[config.mk]
export PLATFORM = sky130hd
export DESIGN_NAME = regset_top
export DESIGN_NICKNAME = d
export VERILOG_FILES = /design/src/hw/regset_pkg.sv /design/src/hw/regset_ifs.sv /design/src/hw/reg_bank.sv /design/src/hw/reg_ctrl.sv /design/src/hw/regset_top.sv /design/src/hw/spi_shifter.sv /design/src/hw/spi_sync.sv
export VERILOG_INCLUDE_DIRS = /design/src /design/src/include
export SDC_FILE = /design/constraint.sdc
export NUM_CORES = 1
export LEC_CHECK = 0
export ABC_CLOCK_PERIOD_IN_PS = 3400
export BUFFER_PORTS_ARGS = -buffer_cell sky130_fd_sc_hd__buf_2
export CAP_MARGIN = 20
export CORE_MARGIN = 2
export CORE_UTILIZATION = 40
export CTS_BUF_LIST = sky130_fd_sc_hd__clkbuf_16
export CTS_CLUSTER_DIAMETER = 50
export DETAILED_ROUTE_END_ITERATION = 6
export MAX_ROUTING_LAYER = met4
export PLACE_DENSITY = 0.64
export SLEW_MARGIN = 15
export SYNTH_ARGS = -nofsm -noshare
export SYNTH_HDL_FRONTEND = slang
export SYNTH_SLANG_ARGS = --single-unit
[constraint.sdc]
create_clock -name cs -period 3.4 [get_ports cs]
set_input_delay 0.51 -clock cs [delete_from_list [all_inputs] [get_ports cs]]
set_output_delay 0.51 -clock cs [all_outputs]
set_load 0.02 [all_outputs]
[src/include/regset_consts.svh]
`ifndef REGSET_CONSTS_SVH
`define REGSET_CONSTS_SVH

// frame layout, msb first: command byte then payload
`define REGSET_FRAME_BITS    32
`define REGSET_CMD_BITS      8
`define REGSET_DATA_BITS     24   // register and payload width

// flops per synchronizer line
`define REGSET_SYNC_STAGES   2

// register map, 6-bit addresses
`define REGSET_ADDR_LED      6'd7
`define REGSET_ADDR_SPI_MUX  6'd8
`define REGSET_ADDR_4094     6'd9
`define REGSET_ADDR_MODE     6'd12
`define REGSET_ADDR_DIRECT   6'd14

// reset and default values
`define REGSET_LED_RESET     24'haaaaaa  // alternating pattern, easy to spot on the leds
`define REGSET_READ_DEFAULT  24'h0f0f0f  // unmapped reads

`endif

[src/hw/regset_pkg.sv]
`default_nettype none

`include "regset_consts.svh"

package regset_pkg;

  // op field of the command byte
  typedef enum logic [1:0] {
    OP_WRITE  = 2'd0,  // replace register
    OP_UPDATE = 2'd1,  // set/clear masks on low half
    OP_READ   = 2'd2,
    OP_RSVD   = 2'd3   // commits nothing
  } regset_op_e;

  // first byte on the wire
  typedef struct packed {
    regset_op_e op;    // bits 7:6
    logic [5:0] addr;  // bits 5:0
  } regset_cmd_t;

  // update masks, set in the high half
  typedef struct packed {
    logic [`REGSET_DATA_BITS/2-1:0] set;
    logic [`REGSET_DATA_BITS/2-1:0] clear;
  } regset_masks_t;

  // the 24 payload bits, read as a value by a write
  // or as two masks by an update
  typedef union packed {
    logic [`REGSET_DATA_BITS-1:0] value;
    regset_masks_t                masks;
  } regset_payload_u;

endpackage

`default_nettype wire

[src/hw/regset_ifs.sv]
`timescale 1ns/1ps
`default_nettype none

`include "regset_consts.svh"

// shifter <-> control, one frame's worth of bits
interface spi_frame_if;

  logic                          bit_strobe;   // one cycle after each sampled bit
  logic [5:0]                    bit_count;    // bits sampled this frame, saturates
  logic [`REGSET_FRAME_BITS-1:0] rx_word;      // newest bit in lsb
  logic                          frame_start;  // ssn fell
  logic                          frame_end;    // ssn rose
  logic                          tx_load;      // load tx_word into tx shifter
  logic [`REGSET_DATA_BITS-1:0]  tx_word;

  modport shifter (
    output bit_strobe, bit_count, rx_word, frame_start, frame_end,
    input  tx_load, tx_word
  );

  modport ctrl (
    input  bit_strobe, bit_count, rx_word, frame_start, frame_end,
    output tx_load, tx_word
  );

endinterface

// control <-> register bank
interface reg_access_if;

  logic                          wr_strobe;   // write payload.value
  logic                          upd_strobe;  // apply payload.masks
  logic [5:0]                    addr;
  regset_pkg::regset_payload_u   payload;
  logic [`REGSET_DATA_BITS-1:0]  rd_data;     // comb readback of addr

  modport ctrl (
    output wr_strobe, upd_strobe, addr, payload,
    input  rd_data
  );

  modport bank (
    input  wr_strobe, upd_strobe, addr, payload,
    output rd_data
  );

endinterface

`default_nettype wire

[src/hw/reg_bank.sv]
`timescale 1ns/1ps
`default_nettype none

`include "regset_consts.svh"

module reg_bank (
  input  wire                           cs,
  input  wire                           rst,
  reg_access_if.bank                    regs,
  output logic [`REGSET_DATA_BITS-1:0]  reg_led,
  output logic [`REGSET_DATA_BITS-1:0]  reg_spi_mux,
  output logic [`REGSET_DATA_BITS-1:0]  reg_4094,
  output logic [`REGSET_DATA_BITS-1:0]  reg_mode,
  output logic [`REGSET_DATA_BITS-1:0]  reg_direct
);

  localparam int HALF = `REGSET_DATA_BITS / 2;  // update touches the low half only

  logic [`REGSET_DATA_BITS-1:0] rd_mux;

  // new register value for a write or an update
  function automatic logic [`REGSET_DATA_BITS-1:0] next_val(
    input logic [`REGSET_DATA_BITS-1:0] old,
    input logic                         wr,
    input regset_pkg::regset_payload_u  p
  );
    logic [HALF-1:0] both;
    logic [HALF-1:0] low;
    both = p.masks.set & p.masks.clear;  // overlap means toggle
    if (|both)
      low = old[HALF-1:0] ^ both;
    else
      low = (old[HALF-1:0] | p.masks.set) & ~p.masks.clear;  // clear wins
    if (wr)
      next_val = p.value;
    else
      next_val = {old[`REGSET_DATA_BITS-1:HALF], low};  // upper half kept
  endfunction

  always_ff @(posedge cs)
  begin
    if (rst)
    begin
      reg_led     <= `REGSET_LED_RESET;
      reg_spi_mux <= '0;  // no spi device selected
      reg_4094    <= '0;
      reg_mode    <= '0;
      reg_direct  <= '0;
    end
    else if (regs.wr_strobe || regs.upd_strobe)
    begin
      case (regs.addr)
        `REGSET_ADDR_LED:     reg_led     <= next_val(reg_led, regs.wr_strobe, regs.payload);
        `REGSET_ADDR_SPI_MUX: reg_spi_mux <= next_val(reg_spi_mux, regs.wr_strobe,
                                                      regs.payload);
        `REGSET_ADDR_4094:    reg_4094    <= next_val(reg_4094, regs.wr_strobe, regs.payload);
        `REGSET_ADDR_MODE:    reg_mode    <= next_val(reg_mode, regs.wr_strobe, regs.payload);
        `REGSET_ADDR_DIRECT:  reg_direct  <= next_val(reg_direct, regs.wr_strobe, regs.payload);
        default: ;  // unmapped, dropped
      endcase
    end
  end

  // readback, purely combinational on addr
  always_comb
  begin
    case (regs.addr)
      `REGSET_ADDR_LED:     rd_mux = reg_led;
      `REGSET_ADDR_SPI_MUX: rd_mux = reg_spi_mux;
      `REGSET_ADDR_4094:    rd_mux = reg_4094;
      `REGSET_ADDR_MODE:    rd_mux = reg_mode;
      `REGSET_ADDR_DIRECT:  rd_mux = reg_direct;
      default:              rd_mux = `REGSET_READ_DEFAULT;  // recognizable pattern
    endcase
  end

  assign regs.rd_data = rd_mux;

endmodule

`default_nettype wire

[src/hw/reg_ctrl.sv]
`timescale 1ns/1ps
`default_nettype none

`include "regset_consts.svh"

module reg_ctrl (
  input  wire          cs,
  input  wire          rst,
  output logic [7:0]   frame_err_count,
  spi_frame_if.ctrl    frame,
  reg_access_if.ctrl   regs
);

  regset_pkg::regset_cmd_t     cmd_rx;     // command byte as it sits in rx_word
  regset_pkg::regset_cmd_t     cmd_q;      // held for the rest of the frame
  regset_pkg::regset_payload_u payload_q;
  logic                        cmd_hit;    // command byte just completed
  logic                        frame_ok;   // ssn rose after exactly 32 bits
  logic                        frame_bad;  // any other nonzero count
  logic                        wr_q;
  logic                        upd_q;
  logic [7:0]                  err_q;

  // after 8 bits the command is in the low byte
  assign cmd_rx = regset_pkg::regset_cmd_t'(frame.rx_word[`REGSET_CMD_BITS-1:0]);

  assign cmd_hit   = frame.bit_strobe && (frame.bit_count == 6'(`REGSET_CMD_BITS));
  assign frame_ok  = frame.frame_end && (frame.bit_count == 6'(`REGSET_FRAME_BITS));
  assign frame_bad = frame.frame_end && (frame.bit_count != 6'(`REGSET_FRAME_BITS))
                     && (frame.bit_count != 6'd0);

  // addr follows the command in the same cycle so the bank
  // readback is ready for tx_load
  assign regs.addr     = cmd_hit ? cmd_rx.addr : cmd_q.addr;
  assign frame.tx_load = cmd_hit;        // every op replies with the register
  assign frame.tx_word = regs.rd_data;   // unmapped default already applied

  always_ff @(posedge cs)
  begin
    if (rst)
    begin
      cmd_q <= '{op: regset_pkg::OP_RSVD, addr: 6'd0};
      wr_q  <= 1'b0;
      upd_q <= 1'b0;
      err_q <= '0;
    end
    else
    begin
      if (frame.frame_start)
        cmd_q <= '{op: regset_pkg::OP_RSVD, addr: 6'd0};  // nothing commits until a command lands
      else if (cmd_hit)
        cmd_q <= cmd_rx;

      // one commit strobe per good frame, none for read or reserved
      wr_q  <= frame_ok && (cmd_q.op == regset_pkg::OP_WRITE);
      upd_q <= frame_ok && (cmd_q.op == regset_pkg::OP_UPDATE);

      if (frame_bad && err_q != 8'hff)
        err_q <= err_q + 8'd1;  // saturating
    end
  end

  // payload is the low 24 bits once the whole frame is in
  always_ff @(posedge cs)
  begin
    if (frame_ok)
      payload_q.value <= frame.rx_word[`REGSET_DATA_BITS-1:0];
  end

  assign regs.wr_strobe  = wr_q;
  assign regs.upd_strobe = upd_q;
  assign regs.payload    = payload_q;
  assign frame_err_count = err_q;

endmodule

`default_nettype wire

[src/hw/regset_top.sv]
`timescale 1ns/1ps
`default_nettype none

`include "regset_consts.svh"

module regset_top (
  input  wire                           cs,
  input  wire                           rst,
  input  wire                           sclk,   // from the spi master
  input  wire                           ssn,    // active low frame select
  input  wire                           mosi,
  output logic                          miso,
  output logic [7:0]                    frame_err_count,
  output logic [`REGSET_DATA_BITS-1:0]  reg_led,
  output logic [`REGSET_DATA_BITS-1:0]  reg_spi_mux,
  output logic [`REGSET_DATA_BITS-1:0]  reg_4094,
  output logic [`REGSET_DATA_BITS-1:0]  reg_mode,
  output logic [`REGSET_DATA_BITS-1:0]  reg_direct
);

  // synchronized pins and edge strobes
  logic sclk_fall;
  logic ssn_fall;
  logic ssn_rise;
  logic mosi_s;
  logic ssn_s;

  spi_frame_if  frame_if ();
  reg_access_if regs_if ();

  spi_sync spi_sync_i (
    .cs        (cs),
    .rst       (rst),
    .sclk      (sclk),
    .ssn       (ssn),
    .mosi      (mosi),
    .sclk_fall (sclk_fall),
    .ssn_fall  (ssn_fall),
    .ssn_rise  (ssn_rise),
    .mosi_s    (mosi_s),
    .ssn_s     (ssn_s)
  );

  spi_shifter spi_shifter_i (
    .cs        (cs),
    .rst       (rst),
    .sclk_fall (sclk_fall),
    .ssn_fall  (ssn_fall),
    .ssn_rise  (ssn_rise),
    .mosi_s    (mosi_s),
    .ssn_s     (ssn_s),
    .miso      (miso),
    .frame     (frame_if.shifter)
  );

  reg_ctrl reg_ctrl_i (
    .cs              (cs),
    .rst             (rst),
    .frame_err_count (frame_err_count),
    .frame           (frame_if.ctrl),
    .regs            (regs_if.ctrl)
  );

  reg_bank reg_bank_i (
    .cs          (cs),
    .rst         (rst),
    .regs        (regs_if.bank),
    .reg_led     (reg_led),
    .reg_spi_mux (reg_spi_mux),
    .reg_4094    (reg_4094),
    .reg_mode    (reg_mode),
    .reg_direct  (reg_direct)
  );

endmodule

`default_nettype wire

[src/hw/spi_shifter.sv]
`timescale 1ns/1ps
`default_nettype none

`include "regset_consts.svh"

module spi_shifter (
  input  wire          cs,
  input  wire          rst,
  input  wire          sclk_fall,
  input  wire          ssn_fall,
  input  wire          ssn_rise,
  input  wire          mosi_s,
  input  wire          ssn_s,
  output logic         miso,
  spi_frame_if.shifter frame
);

  logic [`REGSET_FRAME_BITS-1:0] rx_q;     // receive shifter
  logic [`REGSET_DATA_BITS-1:0]  tx_q;     // transmit shifter, msb on miso
  logic [5:0]                    cnt_q;    // bits this frame
  logic                          bit_q;
  logic                          start_q;
  logic                          end_q;
  logic                          sample;   // a valid sclk fall inside a frame
  logic                          tx_shift;

  assign sample   = sclk_fall & ~ssn_s;
  // reply bits start after the command byte
  assign tx_shift = sample & (cnt_q >= 6'(`REGSET_CMD_BITS));

  // counter and strobes
  always_ff @(posedge cs)
  begin
    if (rst)
    begin
      cnt_q   <= '0;
      bit_q   <= 1'b0;
      start_q <= 1'b0;
      end_q   <= 1'b0;
    end
    else
    begin
      if (ssn_fall)
        cnt_q <= '0;
      else if (sample && cnt_q != 6'd63)
        cnt_q <= cnt_q + 6'd1;  // sticks at 63, overlong frames stay wrong
      bit_q   <= sample;        // count already updated when this is seen
      start_q <= ssn_fall;
      end_q   <= ssn_rise;
    end
  end

  // data shifters, cleared per frame
  always_ff @(posedge cs)
  begin
    if (ssn_fall)
      rx_q <= '0;
    else if (sample)
      rx_q <= {rx_q[`REGSET_FRAME_BITS-2:0], mosi_s};

    if (ssn_fall)
      tx_q <= '0;
    else if (frame.tx_load)
      tx_q <= frame.tx_word;  // readback, lands between bit 8 and bit 9
    else if (tx_shift)
      tx_q <= {tx_q[`REGSET_DATA_BITS-2:0], 1'b0};
  end

  assign miso = ssn_s ? 1'b0 : tx_q[`REGSET_DATA_BITS-1];  // quiet outside a frame

  assign frame.bit_strobe  = bit_q;
  assign frame.bit_count   = cnt_q;
  assign frame.rx_word     = rx_q;
  assign frame.frame_start = start_q;
  assign frame.frame_end   = end_q;

endmodule

`default_nettype wire

[src/hw/spi_sync.sv]
`timescale 1ns/1ps
`default_nettype none

`include "regset_consts.svh"

module spi_sync (
  input  wire  cs,
  input  wire  rst,
  input  wire  sclk,
  input  wire  ssn,
  input  wire  mosi,
  output logic sclk_fall,  // one cycle strobes stages+1 after the pin edge
  output logic ssn_fall,
  output logic ssn_rise,
  output logic mosi_s,
  output logic ssn_s
);

  // line order {sclk, ssn, mosi}; ssn idles high
  localparam logic [2:0] IDLE = 3'b010;

  logic [`REGSET_SYNC_STAGES-1:0][2:0] sync_q;  // stage 0 sees the pins
  logic [2:0]                          last;    // synchronized lines
  logic [2:1]                          prev_q;  // sclk and ssn one cycle older

  assign last = sync_q[`REGSET_SYNC_STAGES-1];

  always_ff @(posedge cs)
  begin
    if (rst)
    begin
      sync_q    <= {`REGSET_SYNC_STAGES{IDLE}};  // no false ssn edge after a mid-frame reset
      prev_q    <= IDLE[2:1];
      sclk_fall <= 1'b0;
      ssn_fall  <= 1'b0;
      ssn_rise  <= 1'b0;
    end
    else
    begin
      sync_q    <= {sync_q[`REGSET_SYNC_STAGES-2:0], {sclk, ssn, mosi}};
      prev_q    <= last[2:1];
      sclk_fall <= prev_q[2] & ~last[2];
      ssn_fall  <= prev_q[1] & ~last[1];
      ssn_rise  <= ~prev_q[1] & last[1];
    end
  end

  assign ssn_s  = last[1];
  assign mosi_s = last[0];  // settled well before the fall strobe

endmodule

`default_nettype wire

==> run summary, run 1 <==
Fin. Hold Viols -> 0
Nets -> 1415
I/O pin count -> 134
Synth Register Bits -> 230
Ys async rst share -> 0%
Startpoint Class -> register
Half-perimeter wire length after placement -> 27.37 mm
Num rows -> 61
Relative slew slack -> 43.83%
Die span in x -> 171.3 um
Clk buf depth -> 3
Synthesized cell area -> 11200 um^2
Fin. max-slew vios -> 0
Commonest non-fill, non-tap cell in the layout -> dfxtp_1
Hold Crit Class -> input pin to register
# Post-CTS Setup Buffers -> 0
Final wirelength -> 41.20 mm
Synth warn -> 0
Vias in the first global route -> 10.21k
Maximum VDD drop -> 0.0002796 V
Diodes inserted -> 0
Worst Clk Skew -> 0.01138 ns
First-pass GRT wire length -> 61.73 mm
TritonCTS buffer count -> 29
Crit Path Max Fanout -> 31
Die area -> 29350 um^2
Status -> completed
Port-buffer cells -> 133
Clock Latency Late Sink -> 0.55 ns
CP Class -> register to register
Antenna Nets Post-Route -> 0
Share of cells above drive strength 1 -> 18.88%
Gp weighted congestion -> 0.9522
Crit. End Element -> register
Filler cell count -> 2669
Pre-antenna DRT Iters -> 7
Worst-Margin Slew -> 0.8389 ns
Post_cts resized -> 0
GRT Residual Overflow -> 0
Routed vias/inst -> 6.226
Highest Clock Rate -> 341.8 MHz
Clk slew on worst S/H paths -> 0.06 ns
H-tree depth -> 1
Final TNS setup -> 0 ns
Pwr per Cell Area -> 440.4 nW/um^2
Initial core utilization -> 40.41%
Syn_area_per_cell -> 8.600 um^2
Pin count of the biggest net entering global routing -> 55
Core ar. -> 27710 um^2
Power, Total -> 5.841 mW
RSZ-0062 raised after global routing -> false
Crit path time final -> 2.925 ns
Hold-fix buffers, CTS -> 0
Sequential area share after synthesis -> 43.27%
CTS tree -> yes
Setup violations, final -> 0
Synth unique cells -> 66
Sink Count -> 230
Root buf cell -> clkbuf_16
Commonest cells after routing, fill and taps aside -> 205 x dfxtp_1, 168 x nand2_1, 132 x buf_2, 95 x a21oi_1, 94 x nor2_1
WL/cell -> 22.85 um
Synth Instances -> 1302
Initial drt markers -> 1373
Critical Path RT -> 3.80 ns
Max_cap viols -> 0
Die Y -> 171.3 um
Syn_nets -> 1310
Via count -> 11.23k
Area growth, synth to finish -> 18.46%
Initial antenna violation count -> 0
Overall Global Routing Usage -> 28.24%
# DRC -> 0
Ys flop type -> dfxtp_1
Post-synth EDFFs -> 24
Worst Path Arrival -> 3.33 ns
Period utilisation layout -> 86.04%
Leak -> 5.267 nW
## metal layers
metal	track usage (%)	up-vias	wire (um)
li1	-	5076	-
met1	38.59	5337	17520
met2	41.67	690	17960
met3	5.200	122	4297
met4	10.39	0	1429
met5	-	-	0
## sequential cells by signal, summed over array words and instances, names as in the netlist, 2 cells and up
register and flops:
spi_shifter_i.frame.rx_word 24, reg_ctrl_i.frame_err_count 8, spi_sync_i.prev_q 2, reg_bank_i.reg_direct 24, spi_shifter_i.frame.bit_count 6, spi_sync_i.sync_q 3
reg_bank_i.reg_spi_mux 24, reg_bank_i.reg_4094 24, reg_ctrl_i.cmd_q 8, spi_shifter_i.tx_q 24, reg_bank_i.reg_mode 24, reg_ctrl_i.regs.payload 24
spi_sync_i.last 3, reg_bank_i.reg_led 24
## final cells by class
| class | count | area, um^2 | area share (%) |
|---|---|---|---|
| Sequential cell | 230 | 4846 | 36.53 |
| Multi-Input combinational cell | 936 | 5833 | 43.98 |
| Tap cell | 378 | 473.0 | 3.566 |
| Inverter | 23 | 86.33 | 0.6509 |
| Timing Repair Buffer | 187 | 1099 | 8.282 |
| Clock buffer | 29 | 725.7 | 5.471 |
| Clock inverter | 20 | 201.4 | 1.519 |
## through the flow
| stage | utilization, % | hold slack (ns) | std cells | area (um^2) | setup WS (ns) |
|---|---|---|---|---|---|
| floorplan | - | 0.3885 | 1302 | 11200 | 1.008 |
| global placement | 44.53 | 0.3956 | 1754 | 12340 | 0.6350 |
| detailed placement | 44.53 | 0.3981 | 1754 | 12340 | 0.5408 |
| CTS | 47.88 | 0.1286 | 1803 | 13260 | 0.5195 |
| global route | 47.88 | 0.1410 | 1803 | 13260 | 0.2754 |
| finish | 47.88 | 0.1436 | 1803 | 13260 | 0.4747 |
## cells in the mapped netlist, drive strengths merged (13+ instances only)
cell type / number / area share, %
a2111oi: 30 / 2.6
a211oi: 21 / 1.4
a21boi: 35 / 2.3
a21o: 34 / 2.3
a21oi: 96 / 4.4
a22oi: 19 / 1.3
a31o: 13 / 1.0
a31oi: 57 / 3.2
buf: 23 / 1.0
clkbuf: 90 / 3.0
dfxtp: 206 / 37
edfxtp: 24 / 6.4
inv: 23 / 0.77
mux2i: 66 / 5.9
nand2: 168 / 5.6
nand3: 21 / 0.94
nor2: 95 / 3.2
nor3: 16 / 0.72
nor4: 18 / 1.1
o21ai: 71 / 3.2
o31a: 24 / 1.9
## critical path, cell delays in order, from the launching register on
cell       delay (ns)
dfxtp_1          0.33
inv_1            0.07
ha_1             0.18
or3b_1           0.51
nor2_1           0.42
mux2_2           0.67
a2111oi_0        0.48
nor4_1           0.10
## path summary, 6_finish.rpt
path	from	to	cells past startpoint	slack [ns]
max	spi_shifter_i.frame.bit_count[0]	reg_bank_i.reg_direct[3]	7	0.47
max reg2reg	spi_shifter_i.frame.bit_count[0]	reg_bank_i.reg_direct[3]	7	0.47
min	ssn	spi_sync_i.sync_q[1]	2	0.14
min reg2reg	spi_sync_i.last[2]	spi_sync_i.sclk_fall	1	0.41
## power breakdown
group	switching, mW	leakage [nW]	total [mW]	internal (mW)
clock network	1.19	0.470	3.02	1.84
registers	0.00599	1.83	2.75	2.74
logic	0.0551	2.97	0.0713	0.0162
## cells by family after synthesis
group / count (synthesis) / synth area share (%)
buffers and inverters: 136 / 4.816
AOI/OAI and AO/OA: 471 / 28.91
muxes: 67 / 6.001
xor gates and xnor gates: 10 / 0.7823
DFF: 230 / 43.27
and+or+nand+nor: 385 / 15.89
adders and majority gates: 3 / 0.3353
Note: power is estimated with default switching activity, not from simulation.
==> run 2, diff against run 1 <==
==> constraint.sdc (replaced) <==
create_clock -name cs -period 3.4 [get_ports cs]
set_input_delay 0.68 -clock cs [delete_from_list [all_inputs] [get_ports cs]]
set_output_delay 0.68 -clock cs [all_outputs]
set_load 0.02 [all_outputs]
==> run summary, run 2 (synthesis results as in run 1) <==
Layout Cells excl Fill -> 1804 (+0.055%)
WL/cell -> 22.51 um (-1.5%)
Nets -> 1411 (-0.28%)
Worst Clk Skew -> 0.03000 ns (+0.01862 ns)
Post_cts resized -> 0 (unchanged)
Leak -> 5.244 nW (-0.43%)
Half-perimeter wire length after placement -> 27.01 mm (-1.3%)
Die span in x -> 171.3 um (unchanged)
Pwr per Cell Area -> 440.5 nW/um^2 (about the same)
Routed vias/inst -> 6.196 (-0.47%)
CP peak stage delay -> 0.64 ns (-0.03 ns)
RSZ-0062 raised after global routing -> false
Initial core utilization -> 40.41% (unchanged)
Die area -> 29350 um^2 (unchanged)
Bufs and invs on worst path -> 1 (unchanged)
I/O pin count -> 134 (unchanged)
Initial drt markers -> 1466 (+6.8%)
Commonest cells after routing, fill and taps aside -> 205 x dfxtp_1, 168 x nand2_1, 132 x buf_2, 95 x a21oi_1, 94 x nor2_1
Maximum VDD drop -> 0.0003912 V (+40%)
Num rows -> 61 (unchanged)
Max_cap viols -> 0 (unchanged)
Die Y -> 171.3 um (unchanged)
Status -> complete, but fails checks
Post-Place Cells -> 1749 (-0.29%)
Clock Latency Late Sink -> 0.57 ns (+0.02 ns)
R2R setup slack -> 0.62 ns (+0.15 ns)
Crit. End Element -> register
Worst Path Arrival -> 3.17 ns (-0.16 ns)
Relative slew slack -> 43.15% (-0.68 points)
Delay-heaviest family, CP -> simple AND/OR/NAND/NOR gates
Hold slack -> 0.3127 ns (+0.1691 ns)
Fin. Hold Viols -> 0 (unchanged)
Setup ws final -> 0.6240 ns (+0.1494 ns)
Antenna Nets Post-Route -> 0 (unchanged)
Critical Path RT -> 3.80 ns (about the same)
Sink Count -> 230 (unchanged)
Vias in the first global route -> 10.33k (+1.2%)
Crit Path Max Fanout -> 31 (unchanged)
Area growth, synth to finish -> 18.23%
Diodes inserted -> 0 (unchanged)
CTS tree -> yes
Overall Global Routing Usage -> 27.94% (-0.31 points)
Setup violations, final -> 0 (unchanged)
Root buf cell -> clkbuf_16
TritonCTS buffer count -> 30 (+3.4%)
Final TNS setup -> 0 ns (unchanged)
Hold-fix buffers, CTS -> 0 (unchanged)
Startpoint Class -> register
GRT Residual Overflow -> 0 (unchanged)
Violated checks -> DRC
Via count -> 11.18k (-0.42%)
Crit path time final -> 2.776 ns (-0.1494 ns)
Port-buffer cells -> 133 (unchanged)
CP Class -> register to register
Clk buf depth -> 3 (unchanged)
Worst-path cell chain -> inv_1, ha_1, or3b_1, nor2_1, mux2_2, a2111oi_0, nor4_1
Hold Crit Class -> input pin to register
Final wirelength -> 40.61 mm (-1.4%)
Initial antenna violation count -> 0 (unchanged)
# Post-CTS Setup Buffers -> 0 (unchanged)
Dpl ws -> 0.7018 ns (+0.1611 ns)
Highest Clock Rate -> 360.2 MHz (+5.4%)
Pre-antenna DRT Iters -> 7 (unchanged)
CP max-delay cell -> mux2_2
Core ar. -> 27710 um^2 (unchanged)
Commonest non-fill, non-tap cell in the layout -> dfxtp_1
Power, Total -> 5.831 mW (-0.17%)
Fin. max-slew vios -> 0 (unchanged)
Clk slew on worst S/H paths -> 0.06 ns (about the same)
H-tree depth -> 1 (unchanged)
Worst-Margin Slew -> 0.8528 ns (+0.01393 ns)
Share of cells above drive strength 1 -> 18.86% (about the same)
Pin count of the biggest net entering global routing -> 59 (+7.3%)
# DRC -> 4 (+4)
Gp weighted congestion -> 0.9414 (-1.1%)
First-pass GRT wire length -> 61.51 mm (-0.36%)
Period utilisation layout -> 81.65% (-4.4 points)
-- run 2: cell count changes in the layout (fill, tap and decap cells not counted) --
cell and delta:
buf_12 -1, clkinv_2 +1, buf_4 -4, inv_6 +1, bufinv_16 -2, clkinv_4 +2
clkinv_1 +1, clkinvlp_4 +1, clkinv_8 +1, clkbuf_16 +1
-- run 2: power by group --
part / switching (mW) / total, mW / internal, mW
combinational: 0.0537 / 0.0692 / 0.0154
clock: 1.25 / 3.02 / 1.76
sequential: 0.00638 / 2.75 / 2.74
total: 1.31 / 5.83 / 4.52
-- run 2: worst register-to-register path, delay by kind of cell, from the launching register on --
| family | cells | cell delay [ns] |
|---|---|---|
| muxes | 1 | 0.64 |
| and+or+nand+nor | 3 | 0.81 |
| AOI/OAI and AO/OA | 1 | 0.59 |
| adders and majority gates | 1 | 0.19 |
| DFF | 1 | 0.34 |
| buffers and inverters | 1 | 0.06 |
-- run 2: area by class of cell --
class | count | area (um^2)
clock inverter | 25 | 200.2
timing repair buffer | 182 | 1049
tap | 378 | 473.0
fill | 2680 | 14470
multi-input combinational | 936 | 5833
inverter | 23 | 86.33
sequential | 230 | 4846
clock buffer | 30 | 750.7
-- run 2: layer usage --
layer / part of all wire (%) / GRT usage, % / wire (um)
met4: 4.6 / 11.90 / 1850
met1: 42 / 38.01 / 17250
met3: 10 / 4.234 / 4050
met5: 0 / - / 0
met2: 43 / 41.36 / 17460
-- run 2: final timing paths --
check                           depth (start not counted)                        to                             start
worst min-delay path                                    2      spi_sync_i.sync_q[1]                               ssn
worst max register to register                          7  reg_bank_i.reg_direct[1]  spi_shifter_i.frame.bit_count[0]
worst max-delay path                                    7  reg_bank_i.reg_direct[1]  spi_shifter_i.frame.bit_count[0]
worst min register to register                          1      spi_sync_i.sclk_fall                spi_sync_i.last[2]
-- run 2: stage by stage --
| step | cell area (um^2) | util [%] |
|---|---|---|
| 2_1_floorplan | 11200 | - |
| 3_3_place_gp | 12290 | 44.35 |
| 3_5_place_dp | 12290 | 44.35 |
| 4_1_cts | 13240 | 47.78 |
| 5_1_grt | 13240 | 47.78 |
| 6_report | 13240 | 47.78 |
==> run 3, diff against run 2 <==
--- a/config.mk
+++ b/config.mk
@@ -6,7 +6,8 @@
 export SDC_FILE = /design/constraint.sdc
 export NUM_CORES = 1
 export LEC_CHECK = 0
-export ABC_CLOCK_PERIOD_IN_PS = 3400
+export ABC_AREA = 1
+export ABC_CLOCK_PERIOD_IN_PS = 2300
 export BUFFER_PORTS_ARGS = -buffer_cell sky130_fd_sc_hd__buf_2
 export CAP_MARGIN = 20
 export CORE_MARGIN = 2
@@ -15,7 +16,7 @@
 export CTS_CLUSTER_DIAMETER = 50
 export DETAILED_ROUTE_END_ITERATION = 6
 export MAX_ROUTING_LAYER = met4
-export PLACE_DENSITY = 0.64
+export PLACE_DENSITY = 0.67
 export SLEW_MARGIN = 15
 export SYNTH_ARGS = -nofsm -noshare
 export SYNTH_HDL_FRONTEND = slang
==> constraint.sdc (replaced) <==
create_clock -name cs -period 2.3 [get_ports cs]
set_input_delay 0.46 -clock cs [delete_from_list [all_inputs] [get_ports cs]]
set_output_delay 0.46 -clock cs [all_outputs]
set_load 0.02 [all_outputs]
==> run summary, run 3 <==
Most common cell in the netlist -> nand2_1
Sink Count -> 230 (unchanged)
Placement Cell Area -> 12660 um^2 (+3.0%)
Startpoint Class -> register
CP peak stage delay -> 0.33 ns (-0.31 ns)
Worst-path cell chain -> inv_2, ha_4, inv_2, nor2_4, buf_6, nand4_1, nand2_2, nand2_4, buf_12, nor2_8, nand2_4, nor2_4, buf_4, nand2_1, nand3_1, nor2_1, nor2_1
XOR/XNOR share of the synthesized area -> 4.763% (+4.0 points)
Clk buf depth -> 3 (unchanged)
Synth Register Bits -> 230 (unchanged)
Worst Path Arrival -> 2.82 ns (-0.35 ns)
Root buf cell -> clkbuf_16
Syn_area_per_cell -> 7.297 um^2 (-15%)
Pre-antenna DRT Iters -> 6 (-1)
Fin. Hold Viols -> 0 (unchanged)
CP max-delay cell -> dfxtp_2
Delay-heaviest family, CP -> simple AND/OR/NAND/NOR gates
Max_cap viols -> 0 (unchanged)
RSZ-0062 raised after global routing -> true
Hold-fix buffers, CTS -> 0 (unchanged)
Post-Synth Simple-Gate Area -> 24.30% (+8.4 points)
I/O pin count -> 134 (unchanged)
Violated checks -> setup timing
Gp weighted congestion -> 0.9116 (-3.2%)
Leak -> 5.845 nW (+11%)
Compound-Gate Fraction of Synth Area -> 20.07% (-8.8 points)
Setup violations, final -> 4 (+4)
WL/cell -> 17.57 um (-22%)
Post-synth EDFFs -> 24 (unchanged)
Antenna Nets Post-Route -> 0 (unchanged)
Status -> complete, but fails checks
Sequential area share after synthesis -> 43.20% (-0.072 points)
First-pass GRT wire length -> 55.37 mm (-10%)
Pin count of the biggest net entering global routing -> 91 (+54%)
Final wirelength -> 36.88 mm (-9.2%)
Die area -> 29400 um^2 (+0.16%)
Ys async rst share -> 0% (unchanged)
Crit Path Max Fanout -> 6 (-81%)
Largest family of logic cells by synthesized area -> simple AND/OR/NAND/NOR gates
Clock Latency Late Sink -> 0.54 ns (-0.03 ns)
Commonest cells after routing, fill and taps aside -> 313 x nand2_1, 209 x o21ai_0, 203 x dfxtp_1, 133 x buf_2, 122 x nand3_1
Clk slew on worst S/H paths -> 0.06 ns (about the same)
Port-buffer cells -> 133 (unchanged)
# DRC -> 0 (-4)
Share of cells above drive strength 1 -> 22.31% (+3.4 points)
Overall Global Routing Usage -> 24.51% (-3.4 points)
GRT Residual Overflow -> 0 (unchanged)
Core ar. -> 27710 um^2 (unchanged)
Pwr per Cell Area -> 611.6 nW/um^2 (+39%)
Post-synth top area cell -> dfxtp_1
Power, Total -> 8.710 mW (+49%)
Nets -> 1709 (+21%)
Crit path time final -> 2.354 ns (-0.4220 ns)
Final TNS setup -> -0.06784 ns (-0.06784 ns)
Final instance area -> 14240 um^2 (+7.6%)
Diodes inserted -> 0 (unchanged)
Synth unique cells -> 40 (-39%)
Commonest non-fill, non-tap cell in the layout -> nand2_1
Synth Area in Adders -> 0.3347% (-0.00056 points)
Maximum VDD drop -> 0.0006789 V (+74%)
Routed vias/inst -> 5.415 (-13%)
Die span in x -> 171.5 um (about the same)
Setup ws final -> -0.05392 ns (-0.6780 ns)
Initial core utilization -> 40.48% (+0.068 points)
Ys flop type -> dfxtp_1
Hold slack -> 0.1006 ns (-0.2121 ns)
Synthesized cell area -> 11220 um^2 (+0.17%)
Worst-Margin Slew -> 0.9819 ns (+0.1291 ns)
Post-synthesis mux area share -> 0% (-6.0 points)
CTS tree -> yes
Worst Clk Skew -> 0.01075 ns (-0.01924 ns)
Bufs and invs on worst path -> 5 (+4)
TritonCTS buffer count -> 29 (-3.3%)
Highest Clock Rate -> 424.8 MHz (+18%)
Vias in the first global route -> 10.22k (-1.1%)
CP Class -> register to register
Via count -> 11.37k (+1.7%)
Crit. End Element -> register
Die Y -> 171.5 um (about the same)
Critical Path RT -> 2.76 ns (-1.04 ns)
Synth Instances -> 1537 (+18%)
Area growth, synth to finish -> 26.97%
H-tree depth -> 1 (unchanged)
Util after Layout -> 51.40% (+3.6 points)
Initial drt markers -> 1414 (-3.5%)
Relative slew slack -> 34.30% (-8.8 points)
Initial antenna violation count -> 0 (unchanged)
Syn_nets -> 1545 (+18%)
Num rows -> 61 (unchanged)
Fin. max-slew vios -> 0 (unchanged)
Half-perimeter wire length after placement -> 24.61 mm (-8.9%)
Synth area leaders -> dfxtp_1 37%, nand2_1 11%, o21ai_0 10%
Hold Crit Class -> input pin to register
Top-area cell type share of the netlist area -> 36.77% (-0.062 points)
Commonest cells post-synth -> 336 x nand2_1, 235 x o21ai_0, 206 x dfxtp_1
Period utilisation layout -> 102.3% (+21 points)
Synth warn -> 0 (unchanged)
## run 3: cell count changes after synthesis, sizes merged, moves of 47 or more
cell / change
nand2: +176
nand3: +110
xnor2: +47
inv: +74
mux2i: -66
o21ai: +174
## run 3: worst reg2reg max path: stages, from the launching register on
cell	delay (ns)
dfxtp_2	0.33
inv_2	0.09
ha_4	0.14
inv_2	0.04
nor2_4	0.20
buf_6	0.13
nand4_1	0.08
nand2_2	0.11
nand2_4	0.09
buf_12	0.14
nor2_8	0.13
nand2_4	0.09
nor2_4	0.15
buf_4	0.20
nand2_1	0.06
nand3_1	0.10
nor2_1	0.06
nor2_1	0.13
## run 3: what timing repair did
action | CTS | global route
setup endpoints to repair | 37 | 124
pin swaps | 0 | 18
gates resized for setup | 11 | 108
buffers inserted | 2 | 19
gates cloned | 1 | 4
## run 3: area by class of cell
type,instances,area [um^2]
clock buffer,29,725.7
clock inverter,22,212.7
fill,2604,13460
inverter,99,391.6
multi-input combinational,1107,5804
sequential,230,4848
tap,378,473.0
timing repair buffer,233,1778
timing repair inverter,1,7.507
## run 3: cell families (layout without fill, tap and decap cells)
logic type      after synthesis  in the layout
compound gates              414            414
xor+xnor                     61             61
fa+ha+maj                     3              3
buf+inv                     200            384
flops                       230            230
simple gates                629            629
## run 3: metrics by stage
| stage | std cells | setup WS, ns |
|---|---|---|
| 2_1_floorplan | 1537 | 0.2484 |
| 3_3_place_gp | 2022 | 0.02026 |
| 3_5_place_dp | 2022 | -0.06930 |
| 4_1_cts | 2076 | 0.002655 |
| 5_1_grt | 2099 | -0.1254 |
| 6_report | 2099 | -0.05392 |
## run 3: power breakdown
group	total, mW	switching [mW]	internal, mW
registers	4.12	0.0270	4.09
clock network	4.45	1.81	2.65
logic	0.137	0.0939	0.0433
## run 3: routing by layer
metal  routed length (um)  GRT usage (%)  up-vias
met4                 1245          8.217        0
li1                     -              -     5513
met1                15480          31.74     5298
met3                 3113          4.004       91
met2                17040          39.04      464
met5                    0              -        -
## run 3: worst paths after layout
path,from,endpoint,slack (ns),depth (start not counted)
worst min-delay path,ssn,spi_sync_i.sync_q[1],0.10,2
worst min register to register,spi_sync_i.sync_q[2],spi_sync_i.last[2],0.41,2
worst max register to register,spi_shifter_i.frame.bit_count[0],spi_shifter_i.tx_q[5],-0.05,17
worst max-delay path,spi_shifter_i.frame.bit_count[0],spi_shifter_i.tx_q[5],-0.05,17
